--- src/fp_div_consts.svh ---
// fp32 format constants and APB register map; widths are fixed by the format, not tunable
`ifndef FP_DIV_CONSTS_SVH
`define FP_DIV_CONSTS_SVH

// number format
`define FP_EXP_W    8           // biased exponent field
`define FP_FRAC_W   23          // stored fraction, hidden bit not counted
`define FP_BIAS     127
`define FP_EXP_MAX  254         // largest finite biased exponent

// mantissa divider
`define DIV_ITER    26          // integer bit + 25 fraction bits

// default quiet NaN for invalid operations
`define QNAN_CANON  32'h7FC0_0000

// APB register byte offsets
`define REG_OPA     8'h00
`define REG_OPB     8'h04
`define REG_CTRL    8'h08
`define REG_STATUS  8'h0C
`define REG_RESULT  8'h10
`define REG_FLAGS   8'h14

`endif
--- src/apb_pkg.sv ---
// APB3 bus types for an 8-bit address window; pready is always high in this design
`include "fp_div_consts.svh"

package apb_pkg;

  // master to slave
  typedef struct packed {
    logic        psel;
    logic        penable;
    logic        pwrite;
    logic [7:0]  paddr;   // byte address, word aligned
    logic [31:0] pwdata;
  } apb_req_t;

  // slave to master
  typedef struct packed {
    logic [31:0] prdata;
    logic        pready;
    logic        pslverr;
  } apb_rsp_t;

  // register map of the divider
  typedef enum logic [7:0] {
    addr_opa    = `REG_OPA,     // dividend
    addr_opb    = `REG_OPB,     // divisor
    addr_ctrl   = `REG_CTRL,    // bit 0 starts, reads 0
    addr_status = `REG_STATUS,  // bit 1 done, bit 0 busy
    addr_result = `REG_RESULT,  // quotient
    addr_flags  = `REG_FLAGS    // invalid..inexact in bits 4..0
  } reg_addr_e;

endpackage

--- src/fp32_pkg.sv ---
// fp32 number-format types; subnormals are not represented as a class and count as zero
`include "fp_div_consts.svh"

package fp32_pkg;

  // one single-precision float, msb first
  typedef struct packed {
    logic                  sign;
    logic [`FP_EXP_W-1:0]  exp;   // biased exponent
    logic [`FP_FRAC_W-1:0] frac;  // fraction without hidden bit
  } fp32_t;

  // operand class
  // exponent 0 maps to cls_zero whatever the fraction holds
  typedef enum logic [2:0] {
    cls_zero,
    cls_normal,
    cls_inf,
    cls_qnan,
    cls_snan
  } fp_class_e;

  // exception flags, invalid ends up in bit 4 of the FLAGS register
  typedef struct packed {
    logic invalid;
    logic divzero;
    logic overflow;
    logic underflow;
    logic inexact;
  } fp_flags_t;

  // mantissa divider FSM
  typedef enum logic [1:0] {
    st_idle,
    st_run,
    st_done
  } div_state_e;

  // sign and exponent of the quotient, valid for non-special operands
  typedef struct packed {
    logic                        sign_z;    // sign of a xor sign of b
    logic signed [`FP_EXP_W+1:0] exp_diff;  // exp_a - exp_b, unbiased
  } quot_hdr_t;

endpackage

--- src/fp_div_apb.sv ---
// APB fp32 divider top; subnormal operands and results flush to zero and a division takes 28 cycles
`timescale 1ns/1ps
`include "fp_div_consts.svh"

module fp_div_apb
  import apb_pkg::*;
  import fp32_pkg::*;
(
  input  logic     clk,
  input  logic     rst_n,
  input  apb_req_t apb_req,
  output apb_rsp_t apb_rsp
);

  fp32_t     opa, opb;          // operand registers
  logic      start;             // one-cycle pulse from a CTRL write
  logic      busy, done;

  logic      is_special;
  fp32_t     special_y;
  fp_flags_t special_flags;
  quot_hdr_t hdr;

  logic [`DIV_ITER-1:0] quotient;
  logic                 rem_nz;

  fp32_t     y;
  fp_flags_t flags;

  // register block that owns the bus
  apb_regs u_apb_regs (
    .clk     (clk),
    .rst_n   (rst_n),
    .apb_req (apb_req),
    .apb_rsp (apb_rsp),
    .opa     (opa),
    .opb     (opb),
    .start   (start),
    .busy    (busy),
    .done    (done),
    .y       (y),
    .flags   (flags)
  );

  fp_special u_fp_special (
    .opa           (opa),
    .opb           (opb),
    .is_special    (is_special),
    .special_y     (special_y),
    .special_flags (special_flags),
    .hdr           (hdr)
  );

  // hidden 1 in front of each fraction
  mant_divider u_mant_divider (
    .clk      (clk),
    .rst_n    (rst_n),
    .start    (start),
    .mant_a   ({1'b1, opa.frac}),
    .mant_b   ({1'b1, opb.frac}),
    .quotient (quotient),
    .rem_nz   (rem_nz),
    .busy     (busy),
    .done     (done)
  );

  fp_round_pack u_fp_round_pack (
    .hdr           (hdr),
    .quotient      (quotient),
    .rem_nz        (rem_nz),
    .is_special    (is_special),
    .special_y     (special_y),
    .special_flags (special_flags),
    .y             (y),
    .flags         (flags)
  );

endmodule

--- src/fp_round_pack.sv ---
// normalize, round to nearest-even and pack; results below the normal range flush to signed zero
`timescale 1ns/1ps
`include "fp_div_consts.svh"

module fp_round_pack
  import fp32_pkg::*;
(
  input  quot_hdr_t            hdr,
  input  logic [`DIV_ITER-1:0] quotient,
  input  logic                 rem_nz,
  input  logic                 is_special,
  input  fp32_t                special_y,
  input  fp_flags_t            special_flags,
  output fp32_t                y,
  output fp_flags_t            flags
);

  logic                        shift;     // quotient below 1.0
  logic [`DIV_ITER-1:0]        qn;        // normalized so qn[25] is set
  logic [`FP_FRAC_W:0]         mant;      // 1.f before rounding
  logic                        guard;
  logic                        sticky;
  logic                        round_up;
  logic [`FP_FRAC_W+1:0]       mant_sum;  // extra bit catches the carry out
  logic [`FP_FRAC_W:0]         mant_rnd;
  logic signed [`FP_EXP_W+1:0] exp_pre;   // biased exponent before the rounding carry
  logic signed [`FP_EXP_W+1:0] exp_fin;

  // 1.f / 1.f lies in (0.5, 2) so at most one left shift
  assign shift = ~quotient[`DIV_ITER-1];
  assign qn    = shift ? {quotient[`DIV_ITER-2:0], 1'b0} : quotient;

  assign mant     = qn[`DIV_ITER-1 -: `FP_FRAC_W+1];  // top 24 bits
  assign guard    = qn[1];
  assign sticky   = qn[0] | rem_nz;                     // anything below guard
  assign round_up = guard & (sticky | mant[0]);         // tie goes to even

  assign mant_sum = {1'b0, mant} + {{(`FP_FRAC_W+1){1'b0}}, round_up};
  // a carry out means 10.000... and needs one renormalizing shift
  assign mant_rnd = mant_sum[`FP_FRAC_W+1] ? mant_sum[`FP_FRAC_W+1:1] : mant_sum[`FP_FRAC_W:0];

  // 10-bit modular arithmetic read back as signed
  assign exp_pre = hdr.exp_diff + 10'(`FP_BIAS) - {9'd0, shift};
  assign exp_fin = exp_pre + {9'd0, mant_sum[`FP_FRAC_W+1]};

  always_comb begin
    y     = '0;
    flags = '0;
    if (is_special) begin
      y     = special_y;      // NaN, inf and zero cases
      flags = special_flags;
    end else if (exp_fin > `FP_EXP_MAX) begin
      y              = fp32_t'{sign: hdr.sign_z, exp: '1, frac: '0};
      flags.overflow = 1'b1;
      flags.inexact  = 1'b1;
    end else if (exp_fin <= 0) begin
      // no gradual underflow so the result goes straight to zero
      y               = fp32_t'{sign: hdr.sign_z, exp: '0, frac: '0};
      flags.underflow = 1'b1;
      flags.inexact   = 1'b1;
    end else begin
      y.sign        = hdr.sign_z;
      y.exp         = exp_fin[`FP_EXP_W-1:0];
      y.frac        = mant_rnd[`FP_FRAC_W-1:0];  // hidden bit dropped
      flags.inexact = guard | sticky;
    end
  end

endmodule

--- src/mant_divider.sv ---
// restoring mantissa divider with one quotient bit per clock; inputs must hold while busy
`timescale 1ns/1ps
`include "fp_div_consts.svh"

module mant_divider
  import fp32_pkg::*;
(
  input  logic                  clk,
  input  logic                  rst_n,
  input  logic                  start,     // sampled in st_idle only
  input  logic [`FP_FRAC_W:0]   mant_a,    // 1.f of dividend
  input  logic [`FP_FRAC_W:0]   mant_b,    // 1.f of divisor
  output logic [`DIV_ITER-1:0]  quotient,  // q[25] integer bit and q[24:0] fraction
  output logic                  rem_nz,
  output logic                  busy,
  output logic                  done
);

  div_state_e state;
  logic [4:0] cnt;             // iteration index 0..25

  logic [`FP_FRAC_W+1:0] rem;  // 25-bit partial remainder
  logic [`FP_FRAC_W+2:0] diff; // rem minus divisor with the borrow in the msb
  logic                  q_bit;
  logic [`FP_FRAC_W:0]   rem_sel;

  // trial subtract with the divisor zero extended to 26 bits
  assign diff    = {1'b0, rem} - {2'b00, mant_b};
  assign q_bit   = ~diff[`FP_FRAC_W+2];  // no borrow means rem >= divisor
  // the kept remainder is always below the divisor and fits in 24 bits
  assign rem_sel = q_bit ? diff[`FP_FRAC_W:0] : rem[`FP_FRAC_W:0];

  // control
  always_ff @(posedge clk or negedge rst_n) begin
    if (!rst_n) begin
      state <= st_idle;
      cnt   <= '0;
    end else begin
      case (state)
        st_idle: begin
          cnt <= '0;
          if (start) state <= st_run;
        end
        st_run: begin
          cnt <= cnt + 5'd1;
          if (cnt == 5'(`DIV_ITER - 1)) state <= st_done;  // last bit this cycle
        end
        st_done: state <= st_idle;  // one cycle with a stable result
        default: state <= st_idle;
      endcase
    end
  end

  // datapath
  always_ff @(posedge clk) begin
    if (state == st_idle && start) begin
      rem      <= {1'b0, mant_a};  // first compare yields the integer bit
      quotient <= '0;
    end else if (state == st_run) begin
      rem      <= {rem_sel, 1'b0};  // shift in a zero bit of the dividend
      quotient <= {quotient[`DIV_ITER-2:0], q_bit};
    end
  end

  // shifting a nonzero remainder left keeps it nonzero
  assign rem_nz = |rem;
  assign busy   = (state != st_idle);
  assign done   = (state == st_done);

endmodule

--- src/fp_special.sv ---
// operand classify and special-case select; operands with exponent 0 count as zero as subnormals are not supported
`timescale 1ns/1ps
`include "fp_div_consts.svh"

module fp_special
  import fp32_pkg::*;
(
  input  fp32_t     opa,
  input  fp32_t     opb,
  output logic      is_special,
  output fp32_t     special_y,
  output fp_flags_t special_flags,
  output quot_hdr_t hdr
);

  fp_class_e cls_a, cls_b;
  logic      nan_a, nan_b;
  logic      sign_z;

  function automatic fp_class_e classify(input fp32_t x);
    fp_class_e c;
    if (x.exp == '0) c = cls_zero;               // flushes subnormals too
    else if (x.exp != '1) c = cls_normal;
    else if (x.frac == '0) c = cls_inf;
    else if (x.frac[`FP_FRAC_W-1]) c = cls_qnan;  // msb of fraction is the quiet bit
    else c = cls_snan;
    return c;
  endfunction

  // keeps sign and payload and forces the quiet bit
  function automatic fp32_t quieten(input fp32_t x);
    fp32_t q;
    q = x;
    q.frac[`FP_FRAC_W-1] = 1'b1;
    return q;
  endfunction

  assign cls_a  = classify(opa);
  assign cls_b  = classify(opb);
  assign nan_a  = (cls_a == cls_qnan) | (cls_a == cls_snan);
  assign nan_b  = (cls_b == cls_qnan) | (cls_b == cls_snan);
  assign sign_z = opa.sign ^ opb.sign;

  // NaN first and then the invalid pairs, as IEEE orders them
  always_comb begin
    is_special    = 1'b1;
    special_y     = '0;
    special_flags = '0;
    if (nan_a) begin
      special_y             = quieten(opa);  // first NaN wins
      special_flags.invalid = (cls_a == cls_snan);
    end else if (nan_b) begin
      special_y             = quieten(opb);
      special_flags.invalid = (cls_b == cls_snan);
    end else if (cls_a == cls_inf && cls_b == cls_inf) begin
      special_y             = fp32_t'(`QNAN_CANON);
      special_flags.invalid = 1'b1;
    end else if (cls_a == cls_inf) begin
      special_y = fp32_t'{sign: sign_z, exp: '1, frac: '0};
    end else if (cls_a == cls_zero && cls_b == cls_zero) begin
      special_y             = fp32_t'(`QNAN_CANON);
      special_flags.invalid = 1'b1;
    end else if (cls_b == cls_inf || cls_a == cls_zero) begin
      special_y = fp32_t'{sign: sign_z, exp: '0, frac: '0};  // x/inf and 0/x
    end else if (cls_b == cls_zero) begin
      special_y             = fp32_t'{sign: sign_z, exp: '1, frac: '0};
      special_flags.divzero = 1'b1;
    end else begin
      is_special = 1'b0;  // both normal so the datapath result is used
    end
  end

  assign hdr.sign_z   = sign_z;
  assign hdr.exp_diff = {2'b00, opa.exp} - {2'b00, opb.exp};  // 10-bit two's complement

endmodule

--- src/apb_regs.sv ---
// APB3 register block with zero wait states; writes while busy and unmapped accesses get pslverr
`timescale 1ns/1ps

module apb_regs
  import apb_pkg::*;
  import fp32_pkg::*;
(
  input  logic      clk,
  input  logic      rst_n,
  input  apb_req_t  apb_req,
  output apb_rsp_t  apb_rsp,
  output fp32_t     opa,
  output fp32_t     opb,
  output logic      start,
  input  logic      busy,
  input  logic      done,
  input  fp32_t     y,
  input  fp_flags_t flags
);

  reg_addr_e   addr;
  logic        mapped;       // paddr hits one of the six registers
  logic        setup_ph, access_ph;
  logic        busy_all;     // start pulse counts as busy too
  logic        wr_ok;        // accepted write this cycle
  logic        done_q;       // sticky until next start
  fp32_t       result_q;
  fp_flags_t   flags_q;
  logic [31:0] prdata_q;

  assign addr      = reg_addr_e'(apb_req.paddr);
  assign setup_ph  = apb_req.psel & ~apb_req.penable;
  assign access_ph = apb_req.psel & apb_req.penable;
  assign busy_all  = busy | start;  // divider raises busy one cycle after start

  always_comb begin
    case (addr)
      addr_opa, addr_opb, addr_ctrl,
      addr_status, addr_result, addr_flags: mapped = 1'b1;
      default:                              mapped = 1'b0;
    endcase
  end

  assign wr_ok = access_ph & apb_req.pwrite & mapped & ~busy_all;

  // operands, start pulse, sticky done, captured result
  always_ff @(posedge clk or negedge rst_n) begin
    if (!rst_n) begin
      opa      <= '0;
      opb      <= '0;
      start    <= 1'b0;
      done_q   <= 1'b0;
      result_q <= '0;
      flags_q  <= '0;
    end else begin
      start <= wr_ok & (addr == addr_ctrl) & apb_req.pwdata[0];  // single cycle
      if (wr_ok && addr == addr_opa) opa <= fp32_t'(apb_req.pwdata);
      if (wr_ok && addr == addr_opb) opb <= fp32_t'(apb_req.pwdata);
      if (start) done_q <= 1'b0;
      else if (done) done_q <= 1'b1;
      if (done) begin  // datapath output is valid in st_done
        result_q <= y;
        flags_q  <= flags;
      end
    end
  end

  // read mux sampled in the setup phase, held for the access phase
  always_ff @(posedge clk or negedge rst_n) begin
    if (!rst_n) begin
      prdata_q <= '0;
    end else if (setup_ph) begin
      case (addr)
        addr_opa:    prdata_q <= opa;
        addr_opb:    prdata_q <= opb;
        addr_status: prdata_q <= {30'd0, done_q, busy_all};
        addr_result: prdata_q <= result_q;
        addr_flags:  prdata_q <= {27'd0, flags_q};
        default:     prdata_q <= '0;  // CTRL is write-only
      endcase
    end
  end

  assign apb_rsp.prdata  = prdata_q;
  assign apb_rsp.pready  = 1'b1;  // no wait states
  assign apb_rsp.pslverr = access_ph & (~mapped | (apb_req.pwrite & busy_all));

endmodule

--- config.mk ---
export PLATFORM = sky130hd
export DESIGN_NAME = fp_div_apb
export DESIGN_NICKNAME = d
export VERILOG_FILES = /design/src/apb_pkg.sv /design/src/fp32_pkg.sv /design/src/fp_div_apb.sv /design/src/fp_round_pack.sv /design/src/mant_divider.sv /design/src/fp_special.sv /design/src/apb_regs.sv
export VERILOG_INCLUDE_DIRS = /design/src
export SDC_FILE = /design/constraint.sdc
export NUM_CORES = 1
export LEC_CHECK = 0
export BUFFER_PORTS_ARGS = -buffer_cell sky130_fd_sc_hd__clkbuf_2
export CELL_PAD_IN_SITES_DETAIL_PLACEMENT = 1
export CELL_PAD_IN_SITES_GLOBAL_PLACEMENT = 2
export CORE_MARGIN = 1
export CORE_UTILIZATION = 39
export CTS_CLUSTER_SIZE = 28
export DETAILED_ROUTE_END_ITERATION = 8
export GPL_TIMING_DRIVEN = 0
export PLACE_DENSITY_LB_ADDON = 0.2
export REMOVE_ABC_BUFFERS = 1
export SYNTH_ARGS = -nofsm -noshare
export SYNTH_HDL_FRONTEND = slang
export SYNTH_SLANG_ARGS = --single-unit
export TNS_END_PERCENT = 5
--- constraint.sdc ---
create_clock -name clk -period 7.45 [get_ports clk]
set_input_delay 1.49 -clock clk [delete_from_list [all_inputs] [get_ports clk]]
set_output_delay 1.49 -clock clk [all_outputs]
set_load 0.02 [all_outputs]
==> summary by stage, run 1 <==
Cells and area
The fraction of layout instances using a drive strength above 1 is ~15%. The number of diodes is 0. The number of filler instances in the final layout is 3386. In the layout the commonest cells are sky130_fd_sc_hd__nand2_1, sky130_fd_sc_hd__dfrtp_1, sky130_fd_sc_hd__o21ai_0. The area added between synthesis and finish is 13.7%. The number of nets at the end of the flow is around 1400. The leading cell type in the layout, fill and taps excluded is sky130_fd_sc_hd__nand2_1.

Synth
The cell accounting for the most synthesized area is sky130_fd_sc_hd__dfrtp_1. In this run the cell area of the synthesized design comes to 11600 um2. The number of distinct library cell variants in the gate-level netlist after synthesis is 76.

Synthesis handed over a netlist of 1291 instances. In the synthesized netlist the dominant register cell turns out to be sky130_fd_sc_hd__dfrtp_1. Yosys attributes the largest share of cell area to sky130_fd_sc_hd__dfrtp_1, sky130_fd_sc_hd__edfxtp_1, sky130_fd_sc_hd__nand2_1, sky130_fd_sc_hd__o21ai_0, sky130_fd_sc_hd__dfxtp_1. The warning count from the yosys run is 0.

The top cell type by area accounts for between 30% and 40% of the synthesized area. Yosys mapped a number of flops with a built-in enable equal to 23. After synthesis, the share of flip-flops with an asynchronous set or reset is approximately three quarters. The number of synthesized register bits is 193.

In this run the mean area of a mapped cell was 9.01 um2. The post-synthesis sequential area ratio is 41.3%.

Worst setup path
The most critical setup path has its startpoint at u_mant_divider.quotient[25]. The cell with the most instances on the worst path is sky130_fd_sc_hd__ha_1. The worst setup path is launched from a flip-flop. The required time reported for the critical path endpoint is 7.81 ns.

The kind of critical path is reg -> reg. The worst reg2reg path startpoint is u_mant_divider.quotient[25]. STA puts the critical path data arrival time at between 7 and 8 ns. The nature of the critical path endpoint is a flip-flop. The largest driver fanout on the critical path is 36. The peak per-stage delay on the critical path is 0.81 ns.

The highest-delay cell along the critical path is sky130_fd_sc_hd__nor4_2. The signal on the critical path passes through buf_12 -> nand2_1 -> a21boi_0 -> ha_1 -> and3_1 -> nand4b_1 -> nor4_2 -> o2111ai_4 -> xnor2_1 -> ha_1 -> o21bai_1 -> ha_1 -> inv_1 -> fa_1 -> nor2b_1 -> o21a_1 -> o21ai_0 -> a21oi_1 -> o211ai_1 -> o31a_1 -> nand3_2 -> o21ai_0.

Timing
The remaining max-slew budget at the tightest pin is under 10%. Across all setup checks in the final design, the least slack found is 0.643 ns. Timing would allow up to about 0.15 GHz. The worst path uses between 90% and 100% of the clock period.

The max-slew violation count is 0. The slew at the pin closest to its max-slew limit is about 1.4 ns. The number of hold violations in the final report is 0. Between clock sinks in the finished design, the worst skew comes to 0.0136 ns. For the final routed database, the setup TNS stands at 0 ns. Setup violations remaining at the end of the flow were counted as 0. Subtracting the final worst setup slack from the clock period gives a little under 7 ns. Setup repair after global routing left no endpoint under its margin.

Clock tree
The tree built by TritonCTS fans out to 193 sinks. The clock passes through at most 2 buffers. Clock-pin slew was measured on the worst setup and hold paths at 0.07 ns. The number of setup buffers added after CTS is 0.

Hold repair after CTS inserted 0 buffers. The clock latency of the later-clocked register in the worst-skew pair is ~0.46 ns. After clock tree synthesis, the repair step resized 0 gates. The number of buffers inserted during clock tree synthesis is 17. TritonCTS built the clock tree. The clock tree synthesis step divided the H-tree into 4 levels.

Clock tree synthesis selected as its root buffer the cell sky130_fd_sc_hd__clkbuf_16.

Routing
In the routed layout, each cell is associated on average with a via count of about 5.9. Wires add up to 38300 um. The initial detailed-routing violation count is between 700 and 800. The detailed-route via count is 10200. The number of detailed-route iterations in the first pass is 5. The average wire per standard cell is 22.2 um. The residual antenna-violating net count after detailed routing is 0. In the routed design, unresolved DRC markers number 0.

GRT
For this run the aggregate overflow at the end of global routing stands at 0. Entering global routing, the biggest net connects between 70 and 80 pins. The initial antenna violation count is 2. The number of global-route vias before repair was approximately 11000. Global routing used about a quarter of the available tracks across all layers.

The wire length of the first global-routing pass is 61000 um.

Power and ir drop
Summed over all cells, the static leakage comes to 0.00597 uW. The maximum vdd drop is 0.153 mV. In this run the power density over the cells is 176 nW/um2.

Die
The die is 175 um tall. The effective utilization at floorplan is 40.1%. The core footprint is 29000 um2.

The number of rows created at floorplan is 62. In this run the count of I/O pins placed on the die edge is 79. The die covers 30500 um2. The die is 175 um wide.

Run
Across the run, the number of max-cap violations was 0.

Placement
The HPWL reported at the end of detailed placement is 27800 um. OpenSTA, run right after detailed placement, puts the worst setup slack at between 0.15 and 0.2 ns. In this run the tool buffered the top-level ports with just under 80 buffer cells. Routability-driven placement finished with a final weighted congestion of 0.812.

Min path
The worst hold path begins at u_apb_regs.prdata_q[30]. The class of the most critical hold timing path is reg -> reg.

Run status
The run finished with clean final reports.
-- synthesized netlist by cell type (9+ instances only) --
master / count
sky130_fd_sc_hd__inv_1: 58
sky130_fd_sc_hd__o211ai_1: 15
sky130_fd_sc_hd__dfrtp_1: 142
sky130_fd_sc_hd__nand2_1: 173
sky130_fd_sc_hd__nor2_1: 77
sky130_fd_sc_hd__xnor2_1: 24
sky130_fd_sc_hd__clkbuf_1: 62
sky130_fd_sc_hd__a21oi_1: 59
sky130_fd_sc_hd__a31oi_1: 9
sky130_fd_sc_hd__a222oi_1: 30
sky130_fd_sc_hd__dfxtp_1: 28
sky130_fd_sc_hd__nor2b_1: 12
sky130_fd_sc_hd__a221oi_1: 20
sky130_fd_sc_hd__nor4_1: 27
sky130_fd_sc_hd__edfxtp_1: 23
sky130_fd_sc_hd__nand2b_1: 13
sky130_fd_sc_hd__nor3_1: 24
sky130_fd_sc_hd__a21o_1: 19
sky130_fd_sc_hd__ha_1: 42
sky130_fd_sc_hd__and3_1: 11
sky130_fd_sc_hd__o21a_1: 9
sky130_fd_sc_hd__nand4_1: 19
sky130_fd_sc_hd__o21ai_1: 10
sky130_fd_sc_hd__o21ai_0: 123
sky130_fd_sc_hd__mux2_2: 44
sky130_fd_sc_hd__nand3_1: 21
sky130_fd_sc_hd__mux2i_1: 33
sky130_fd_sc_hd__o22ai_1: 19
-- cell families after synthesis --
family	count (synthesis)	share of synthesized area, %
buffers and inverters	139	4.84
adders and majority gates	45	5.03
DFF	193	41.3
AOI/OAI and AO/OA	389	22.4
muxes	77	7.10
xor gates and xnor gates	32	2.41
other	1	0.0322
and+or+nand+nor	415	16.9
-- registers in the layout, summed over array words and instances, names as in the netlist, 2 cells and up --
name	flops
u_apb_regs.opa	32
u_apb_regs.opb	32
u_apb_regs.prdata_q	32
u_apb_regs.result_q	32
u_mant_divider.quotient	26
u_mant_divider.rem	25
u_apb_regs.flags_q	5
u_mant_divider.cnt	5
u_mant_divider.state	2
-- worst paths after layout --
kind	slack [ns]	endpoint	cells after the start
min in group asynchronous	1.08	u_apb_regs.prdata_q[25]	1
max reg2reg	0.64	u_apb_regs.result_q[17]	22
min	0.48	u_apb_regs.prdata_q[30]	2
max in group asynchronous	5.54	u_apb_regs.prdata_q[21]	2
max	0.64	u_apb_regs.result_q[17]	22
min reg2reg	0.48	u_apb_regs.prdata_q[30]	2
-- cell type report --
class	count	area, um2	area share (%)
multi-input cells	959	6350	48.0
inverters	59	221	1.67
clock inverters	14	186	1.41
flip-flops and latches	193	4810	36.3
clock buffers	18	429	3.24
well taps	384	480	3.63
repair buffers	96	762	5.76
-- stage by stage --
step / std cells / utilization (%) / cell area, um2 / power (uW) / hold WS (ns)
after floorplan: 1211 / - / 11300 / 1250 / 0.442
after global placement: 1672 / 41.9 / 12200 / 1340 / 0.460
after detailed placement: 1691 / 43.4 / 12600 / 1350 / 0.471
after CTS: 1723 / 45.6 / 13200 / 2350 / 0.487
after global routing: 1723 / 45.6 / 13200 / 2410 / 0.509
final: 1723 / 45.6 / 13200 / 2320 / 0.476
-- critical path: cells and delay by family, from the launching register on --
kind | cells | cell delay, ns
AOI/OAI and AO/OA | 9 | 2.64
xor gates and xnor gates | 1 | 0.26
adders and majority gates | 4 | 0.88
buffers and inverters | 2 | 0.34
DFF | 1 | 0.61
and+or+nand+nor | 6 | 1.96
-- layer usage --
| layer | GRT usage (%) | up-vias | routed length, um |
|---|---|---|---|
| li1 | - | 4840 | - |
| met1 | 34.4 | 5124 | 17700 |
| met2 | 42.6 | 218 | 18000 |
| met3 | 3.70 | 57 | 1390 |
| met4 | 10.1 | 0 | 1180 |
| met5 | 0 | - | 0 |
-- report_power, final --
| part | total, uW | leakage [uW] | switching (uW) | internal (uW) |
|---|---|---|---|---|
| sequential | 1110 | 0.00226 | 32.2 | 1080 |
| combinational | 220 | 0.00341 | 133 | 87.4 |
| clock | 995 | 0.000302 | 434 | 562 |
| total | 2320 | 0.00597 | 598 | 1730 |
Note: power is estimated with default switching activity, not from simulation.
==> run 2: changes to the inputs <==
CELL_PAD_IN_SITES_DETAIL_PLACEMENT = not set   (was 1)
CELL_PAD_IN_SITES_GLOBAL_PLACEMENT = not set   (was 2)
CORE_UTILIZATION = 44   (was 39)
==> run 2 against run 1 <==
Against the previous run:
- count of clock-buffer cells in the layout stayed put
- die area is 11% lower
- routed wire length is 12% lower
- sequential cell count stayed put
==> summary by stage, run 2 (synthesis results as in run 1) <==
Run status
The run finished with clean final reports.

Worst setup path
The kind of critical path is reg -> reg. The launching element type of the critical path is a flip-flop. The number of cells traversed by the worst register-to-register path is 22 (unchanged). The endpoint identified for the worst register-to-register timing path is u_apb_regs.result_q[17]. The required time reported for the critical path endpoint was 7.80 ns (about the same). The minimum setup slack among reg-to-reg paths is 0.50 ns (-0.15 ns). The worst reg2reg path startpoint is u_mant_divider.quotient[25]. The nature of the critical path endpoint is a flip-flop.

The arrival time of data at the critical path endpoint was 7.30 ns (+0.14 ns). The largest driver fanout on the critical path is 33 (-8.3%).

Clock tree
The H-tree depth reported by CTS is 4 (unchanged). The cell sitting at the root of the clock tree is a sky130_fd_sc_hd__clkbuf_16. The hold buffer count at cts is 0 (unchanged). The clock latency of the later-clocked register in the worst-skew pair is 0.44 ns (-0.02 ns). The maximum buffer depth of the clock tree was 2 (unchanged). The CTS sink count is 193 (unchanged). The clock slew at the register clock pins of the worst setup and hold paths came to 0.08 ns (about the same). The number of buffers inserted during clock tree synthesis is 17 (unchanged). TritonCTS built the clock tree.

Cells and area
The number of filler instances in the final layout is 2450 (-28%). In the layout the commonest cells are sky130_fd_sc_hd__nand2_1, sky130_fd_sc_hd__dfrtp_1, sky130_fd_sc_hd__o21ai_0. The number of nets at the end of the flow is 1414 (-0.14%).

The area added between synthesis and finish is 12.3%. The sequential cell area is 4810 um2 (unchanged). Leaving out fill and tap cells, the most frequent cell in the layout is sky130_fd_sc_hd__nand2_1.

The fraction of layout instances using a drive strength above 1 came to 15.0% (-0.052 points). The combined area of the multi-input logic cells is 6350 um2 (unchanged). The number of diodes is 0 (unchanged).

Die
The horizontal die dimension is 165 um (-5.8%). The number of rows created at floorplan is 59 (-4.8%). The total I/O pin count was 79 (unchanged). The core footprint is 26000 um2 (-10%). The die footprint came to 27100 um2 (-11%).

The effective utilization at floorplan was 44.8% (+4.7 points). The height of the die is 165 um (-5.8%).

Routing
The average wire per standard cell is 20.1 um (-9.3%). The ratio of routed vias to standard cells is 6.10 (+2.7%). The detailed-route via count is 10200 (-0.33%). The detailed-route DRC error count is 0 (unchanged). The number of detailed-route iterations in the first pass was 8 (+3). The total routed wirelength is 33700 um (-12%). The initial detailed-routing violation count is 1117 (+53%). The residual antenna-violating net count after detailed routing is 0 (unchanged).

Min path
The launch instance of the worst min-delay path is u_apb_regs.prdata_q[29]. The class of the most critical hold timing path is reg -> reg. The number of cells on the worst hold path is 2 (unchanged). For hold timing, the worst endpoint is u_apb_regs.prdata_q[29].

Timing
The max-slew violation count is 0 (unchanged). The remaining max-slew budget at the tightest pin is 15.9% (+6.5 points). The slew at the pin closest to its max-slew limit came to 1.26 ns (-0.101 ns).

The final critical path time including I/O delays and setup came to 6.95 ns (+0.146 ns). The number of hold violations in the final report is 0 (unchanged). The count of endpoints failing setup in the final report is 0 (unchanged).

The final setup skew was 0.0145 ns (+0.000820 ns). Setup repair after global routing left no endpoint under its margin. The timing-limited maximum frequency is 0.144 GHz (-2.1%). The final period utilization came to 93.3% (+2.0 points). The accumulated negative setup slack came to 0 ns (unchanged).

GRT
The largest net degree at the start of global routing was 97 (+23%). The initial antenna violation count is 0 (-2). The total global routing track utilization was 25.3% (-0.64 points). The number of global-route vias before repair came to 9428 (-11%).

The final global-route overflow total was 0 (unchanged). The wire length of the first global-routing pass is 52700 um (-14%).

Placement
The count of port buffers added during placement is 77 (unchanged). The HPWL reported at the end of detailed placement came to 23700 um (-15%). The final estimated routing congestion in global placement is 0.883 (+8.7%).

Power and ir drop
The overall power after layout was 2260 uW (-2.9%). The power density over the cells was 173 nW/um2 (-1.7%). The maximum vdd drop is 0.139 mV (-8.9%). The cell leakage power came to 0.00592 uW (-0.87%).

Run
The reported max-cap violation count is 0 (unchanged).
[run 2: worst max path at each step]
stage / cells after the start / end / slack (ns) / start
4_1_cts: 22 / u_apb_regs.result_q[17] / 0.01 / u_mant_divider.quotient[25]
5_1_grt: 22 / u_apb_regs.result_q[17] / 0.03 / u_mant_divider.quotient[25]
3_3_place_gp: 21 / u_apb_regs.result_q[17] / -1.10 / u_mant_divider.quotient[25]
2_1_floorplan: 21 / u_apb_regs.result_q[17] / 1.05 / u_mant_divider.quotient[25]
6_report: 22 / u_apb_regs.result_q[17] / 0.50 / u_mant_divider.quotient[25]
3_5_place_dp: 22 / u_apb_regs.result_q[17] / 0.06 / u_mant_divider.quotient[25]
[run 2: power by group]
| part | internal, uW | total (uW) | switching, uW |
|---|---|---|---|
| Clock | 481 | 937 | 457 |
| Combinational | 85.1 | 210 | 125 |
| Sequential | 1080 | 1110 | 33.1 |
[run 2: area by class of cell]
type | count | share of cell area, %
Clock inverter | 14 | 1.27
Inverter | 59 | 1.70
Timing Repair Buffer | 94 | 5.17
Multi-Input combinational cell | 959 | 48.6
Tap cell | 335 | 3.21
Clock buffer | 18 | 3.28
Sequential cell | 193 | 36.8
[run 2: per-stage QoR]
stage          utilization, %  hold slack, ns  worst slack (ns)  instances  cell area, um2
3_3_place_gp             46.6           0.463             -1.10       1623           12100
6_report                 50.3           0.479             0.497       1672           13100
5_1_grt                  50.3           0.508            0.0344       1672           13100
4_1_cts                  50.2           0.486            0.0150       1672           13000
3_5_place_dp             47.9           0.469            0.0597       1640           12500
2_1_floorplan               -           0.442              1.05       1211           11300
[run 2: critical path, cell delays in order, from the launching register on]
cell and delay [ns]:
sky130_fd_sc_hd__dfxtp_2 0.65, sky130_fd_sc_hd__buf_12 0.26, sky130_fd_sc_hd__nand2_1 0.08, sky130_fd_sc_hd__a21boi_0 0.19
sky130_fd_sc_hd__ha_1 0.26, sky130_fd_sc_hd__and3_1 0.24, sky130_fd_sc_hd__nand4b_1 0.24, sky130_fd_sc_hd__nor4_2 0.84
sky130_fd_sc_hd__o2111ai_4 0.54, sky130_fd_sc_hd__xnor2_1 0.26, sky130_fd_sc_hd__ha_1 0.19, sky130_fd_sc_hd__o21bai_1 0.17
sky130_fd_sc_hd__ha_1 0.24, sky130_fd_sc_hd__inv_1 0.07, sky130_fd_sc_hd__fa_1 0.20, sky130_fd_sc_hd__nor2b_1 0.06
sky130_fd_sc_hd__o21a_1 0.18, sky130_fd_sc_hd__o21ai_0 0.38, sky130_fd_sc_hd__a21oi_1 0.20, sky130_fd_sc_hd__o211ai_1 0.36
sky130_fd_sc_hd__o31a_1 0.27, sky130_fd_sc_hd__nand3_2 0.55, sky130_fd_sc_hd__o21ai_0 0.39
[run 2: timing repair]
action / 4_1_cts / 5_1_grt
gates resized for setup: 0 / 2
setup endpoints to repair: 0 / 22
buffers inserted: 0 / 0
[run 2: layer usage]
layer / global-route usage, % / part of all wire, % / vias to the layer above
li1: - / - / 4866
met1: 36.0 / 46 / 4946
met2: 39.6 / 45 / 353
met3: 4.24 / 6.9 / 40
met4: 6.76 / 1.8 / 0
met5: 0 / 0 / -
==> run 3: changes to the inputs <==
GPL_TIMING_DRIVEN = 1   (was 0)
==> run 3 against run 2 <==
Against the previous run:
- combinational power is 4% lower
- hold slack worse by 0.00057 ns
- sequential power hardly changed
- via count is 1.3% lower
- die area stayed put
- global-route usage is 0.17 points lower
- register-to-register slack better by 0.49 ns
- largest cell class unchanged
==> summary by stage, run 3 (synthesis results as in run 1) <==
Worst setup path
The launching element type of the critical path is a flip-flop. The cell with the most instances on the worst path is sky130_fd_sc_hd__ha_1. The cell family contributing the most delay on the critical path is compound AO/OA/AOI/OAI gates. Among all stages on the critical path, the largest delay is contributed by sky130_fd_sc_hd__nor4_2. The kind of critical path is reg -> reg.

The reg-to-reg critical path endpoint is u_apb_regs.result_q[7]. The number of cells traversed by the worst register-to-register path is 23 (+4.5%). The arrival time of data at the critical path endpoint is 6.80 ns (-0.50 ns). STA classifies the critical path endpoint as a flip-flop. The largest driver fanout on the critical path was 22 (-33%). The total buffers and inverters traversed by the critical path came to 3 (+1). The peak per-stage delay on the critical path came to 0.70 ns (-0.14 ns).

The critical path goes through clkinv_1 -> nand2_1 -> a21boi_0 -> ha_1 -> and3_1 -> nand4b_1 -> nor4_2 -> o2111ai_1 -> buf_4 -> xnor2_1 -> ha_1 -> o21bai_1 -> ha_1 -> inv_1 -> fa_1 -> nor2b_1 -> o21a_1 -> o21ai_0 -> a21oi_1 -> o211ai_1 -> o31a_1 -> nand3_1 -> o21ai_0. The required time reported for the critical path endpoint is 7.79 ns (about the same). The startpoint identified for the worst register-to-register timing path is u_mant_divider.quotient[25]. The minimum setup slack among reg-to-reg paths was 0.99 ns (+0.49 ns).

Die
The height of the die was 165 um (unchanged). The effective utilization at floorplan is 44.8% (unchanged). The horizontal die dimension is 165 um (unchanged). The die footprint is 27100 um2 (unchanged). The total I/O pin count was 79 (unchanged).

The core footprint is 26000 um2 (unchanged). The number of rows created at floorplan is 59 (unchanged).

Clock tree
The maximum buffer depth of the clock tree came to 2 (unchanged). The hold buffer count at cts came to 0 (unchanged). The CTS sink count is 193 (unchanged).

The H-tree depth reported by CTS came to 4 (unchanged). The clock slew at the register clock pins of the worst setup and hold paths came to 0.07 ns (about the same). The number of buffers inserted during clock tree synthesis is 17 (unchanged).

The clock latency of the later-clocked register in the worst-skew pair came to 0.44 ns (about the same). The CTS root buffer is sky130_fd_sc_hd__clkbuf_16. The total of cells resized after clock tree synthesis is 0 (unchanged). TritonCTS built the clock tree. The number of setup buffers added after CTS is 0 (unchanged).

Timing
The max-slew violation count is 0 (unchanged). The remaining max-slew budget at the tightest pin is 22.2% (+6.3 points). The final critical path time including I/O delays and setup came to 6.46 ns (-0.491 ns). The timing-limited maximum frequency is 0.155 GHz (+7.6%).

The number of hold violations in the final report is 0 (unchanged). The accumulated negative setup slack is 0 ns (unchanged). The slew at the pin closest to its max-slew limit was 1.16 ns (-0.0944 ns). Setup repair after global routing left no endpoint under its margin. The final period utilization was 86.7% (-6.6 points). The count of endpoints failing setup in the final report was 0 (unchanged).

The final setup skew is 0.0149 ns (+0.000451 ns).

Cells and area
The number of nets at the end of the flow is 1415 (+0.071%). The number of diodes came to 0 (unchanged). The number of filler instances in the final layout is 2447 (-0.12%). The fraction of layout instances using a drive strength above 1 is 14.5% (-0.46 points). Leaving out fill and tap cells, the most frequent cell in the layout is sky130_fd_sc_hd__nand2_1.

The area added between synthesis and finish is 10.7%. The library cells used most frequently in the layout, excluding fill and tap cells, are sky130_fd_sc_hd__nand2_1, sky130_fd_sc_hd__dfrtp_1, sky130_fd_sc_hd__o21ai_0. The utilization after layout was 49.6% (-0.73 points).

Run status
The flow ran to the end, and the final reports show no timing, DRC or antenna violations.

Placement
The HPWL reported at the end of detailed placement is 23500 um (-0.62%). The final estimated routing congestion in global placement is 0.886 (+0.33%). The count of port buffers added during placement came to 77 (unchanged).

Min path
The class of the most critical hold timing path is reg -> reg. The number of cells on the worst hold path was 2 (unchanged). In this run the most critical hold path is launched from u_apb_regs.prdata_q[7]. For hold timing, the worst endpoint is u_apb_regs.prdata_q[7].

GRT
The number of global-route vias before repair is 9344 (-0.89%). The final global-route overflow total is 0 (unchanged). The largest net degree at the start of global routing is 80 (-18%). The initial antenna violation count is 0 (unchanged). The wire length of the first global-routing pass is 52500 um (-0.38%).

The total global routing track utilization is 25.1% (-0.17 points).

Power and ir drop
The power density over the cells came to 176 nW/um2 (+1.8%). The maximum vdd drop came to 0.152 mV (+8.7%). The cell leakage power is 0.00587 uW (-0.77%).

Routing
The detailed-route DRC error count is 0 (unchanged). The detailed-route via count is 10100 (-1.3%). The average wire per standard cell is 19.9 um (-1.2%). The residual antenna-violating net count after detailed routing is 0 (unchanged). The total routed wirelength is 33300 um (-1.1%). The initial detailed-routing violation count is 1189 (+6.4%). The ratio of routed vias to standard cells is 6.02 (-1.4%). The number of detailed-route iterations in the first pass was 8 (unchanged).

Run
The reported max-cap violation count is 0 (unchanged).
## run 3: report_power, final
part / leakage [uW] / switching [uW] / total (uW) / internal [uW]
combinational: 0.00332 / 121 / 201 / 79.9
sequential: 0.00226 / 29.2 / 1110 / 1080
clock: 0.000293 / 447 / 957 / 509
total: 0.00587 / 597 / 2260 / 1670
## run 3: metrics by stage
stage	cell area (um2)	power [uW]	hold slack, ns	setup slack, ns	instances
after floorplan	11300	1250	0.442	1.05	1211
after global placement	12300	1320	0.461	1.33	1641
after detailed placement	12300	1330	0.470	1.08	1641
after CTS	12900	2280	0.486	1.08	1673
after global routing	12900	2350	0.514	0.325	1673
final	12900	2260	0.479	0.988	1673
## run 3: final cells by class
type,instances,area [um2],area share (%)
Sequential cell,193,4810,37.3
Clock buffer,18,429,3.33
Timing Repair Buffer,95,527,4.09
Clock inverter,14,173,1.34
Tap cell,335,419,3.26
Multi-Input combinational cell,959,6300,48.9
Inverter,59,221,1.72
## run 3: worst max path at each step
stage	startpoint	endpoint	slack, ns	depth (start not counted)
2_1_floorplan	u_mant_divider.quotient[25]	u_apb_regs.result_q[17]	1.05	21
3_3_place_gp	u_mant_divider.quotient[25]	u_apb_regs.result_q[7]	1.33	23
3_5_place_dp	u_mant_divider.quotient[25]	u_apb_regs.result_q[17]	1.08	23
4_1_cts	u_mant_divider.quotient[25]	u_apb_regs.result_q[0]	1.08	23
5_1_grt	u_mant_divider.quotient[25]	u_apb_regs.result_q[11]	0.33	23
6_report	u_mant_divider.quotient[25]	u_apb_regs.result_q[7]	0.99	23
## run 3: tightest hold or removal path, cell delays in order, from the launching register on
cell	delay (ns)
sky130_fd_sc_hd__dfrtp_1	0.34
sky130_fd_sc_hd__nand2_1	0.05
sky130_fd_sc_hd__o21ai_0	0.06
## run 3: metal layers
| layer | up-vias | global-route usage [%] | routed length (um) |
|---|---|---|---|
| li1 | 4853 | - | - |
| met1 | 4825 | 36.1 | 15900 |
| met2 | 342 | 38.4 | 14700 |
| met3 | 46 | 4.95 | 2060 |
| met4 | 2 | 5.80 | 596 |
| met5 | - | 2.08 | 74 |
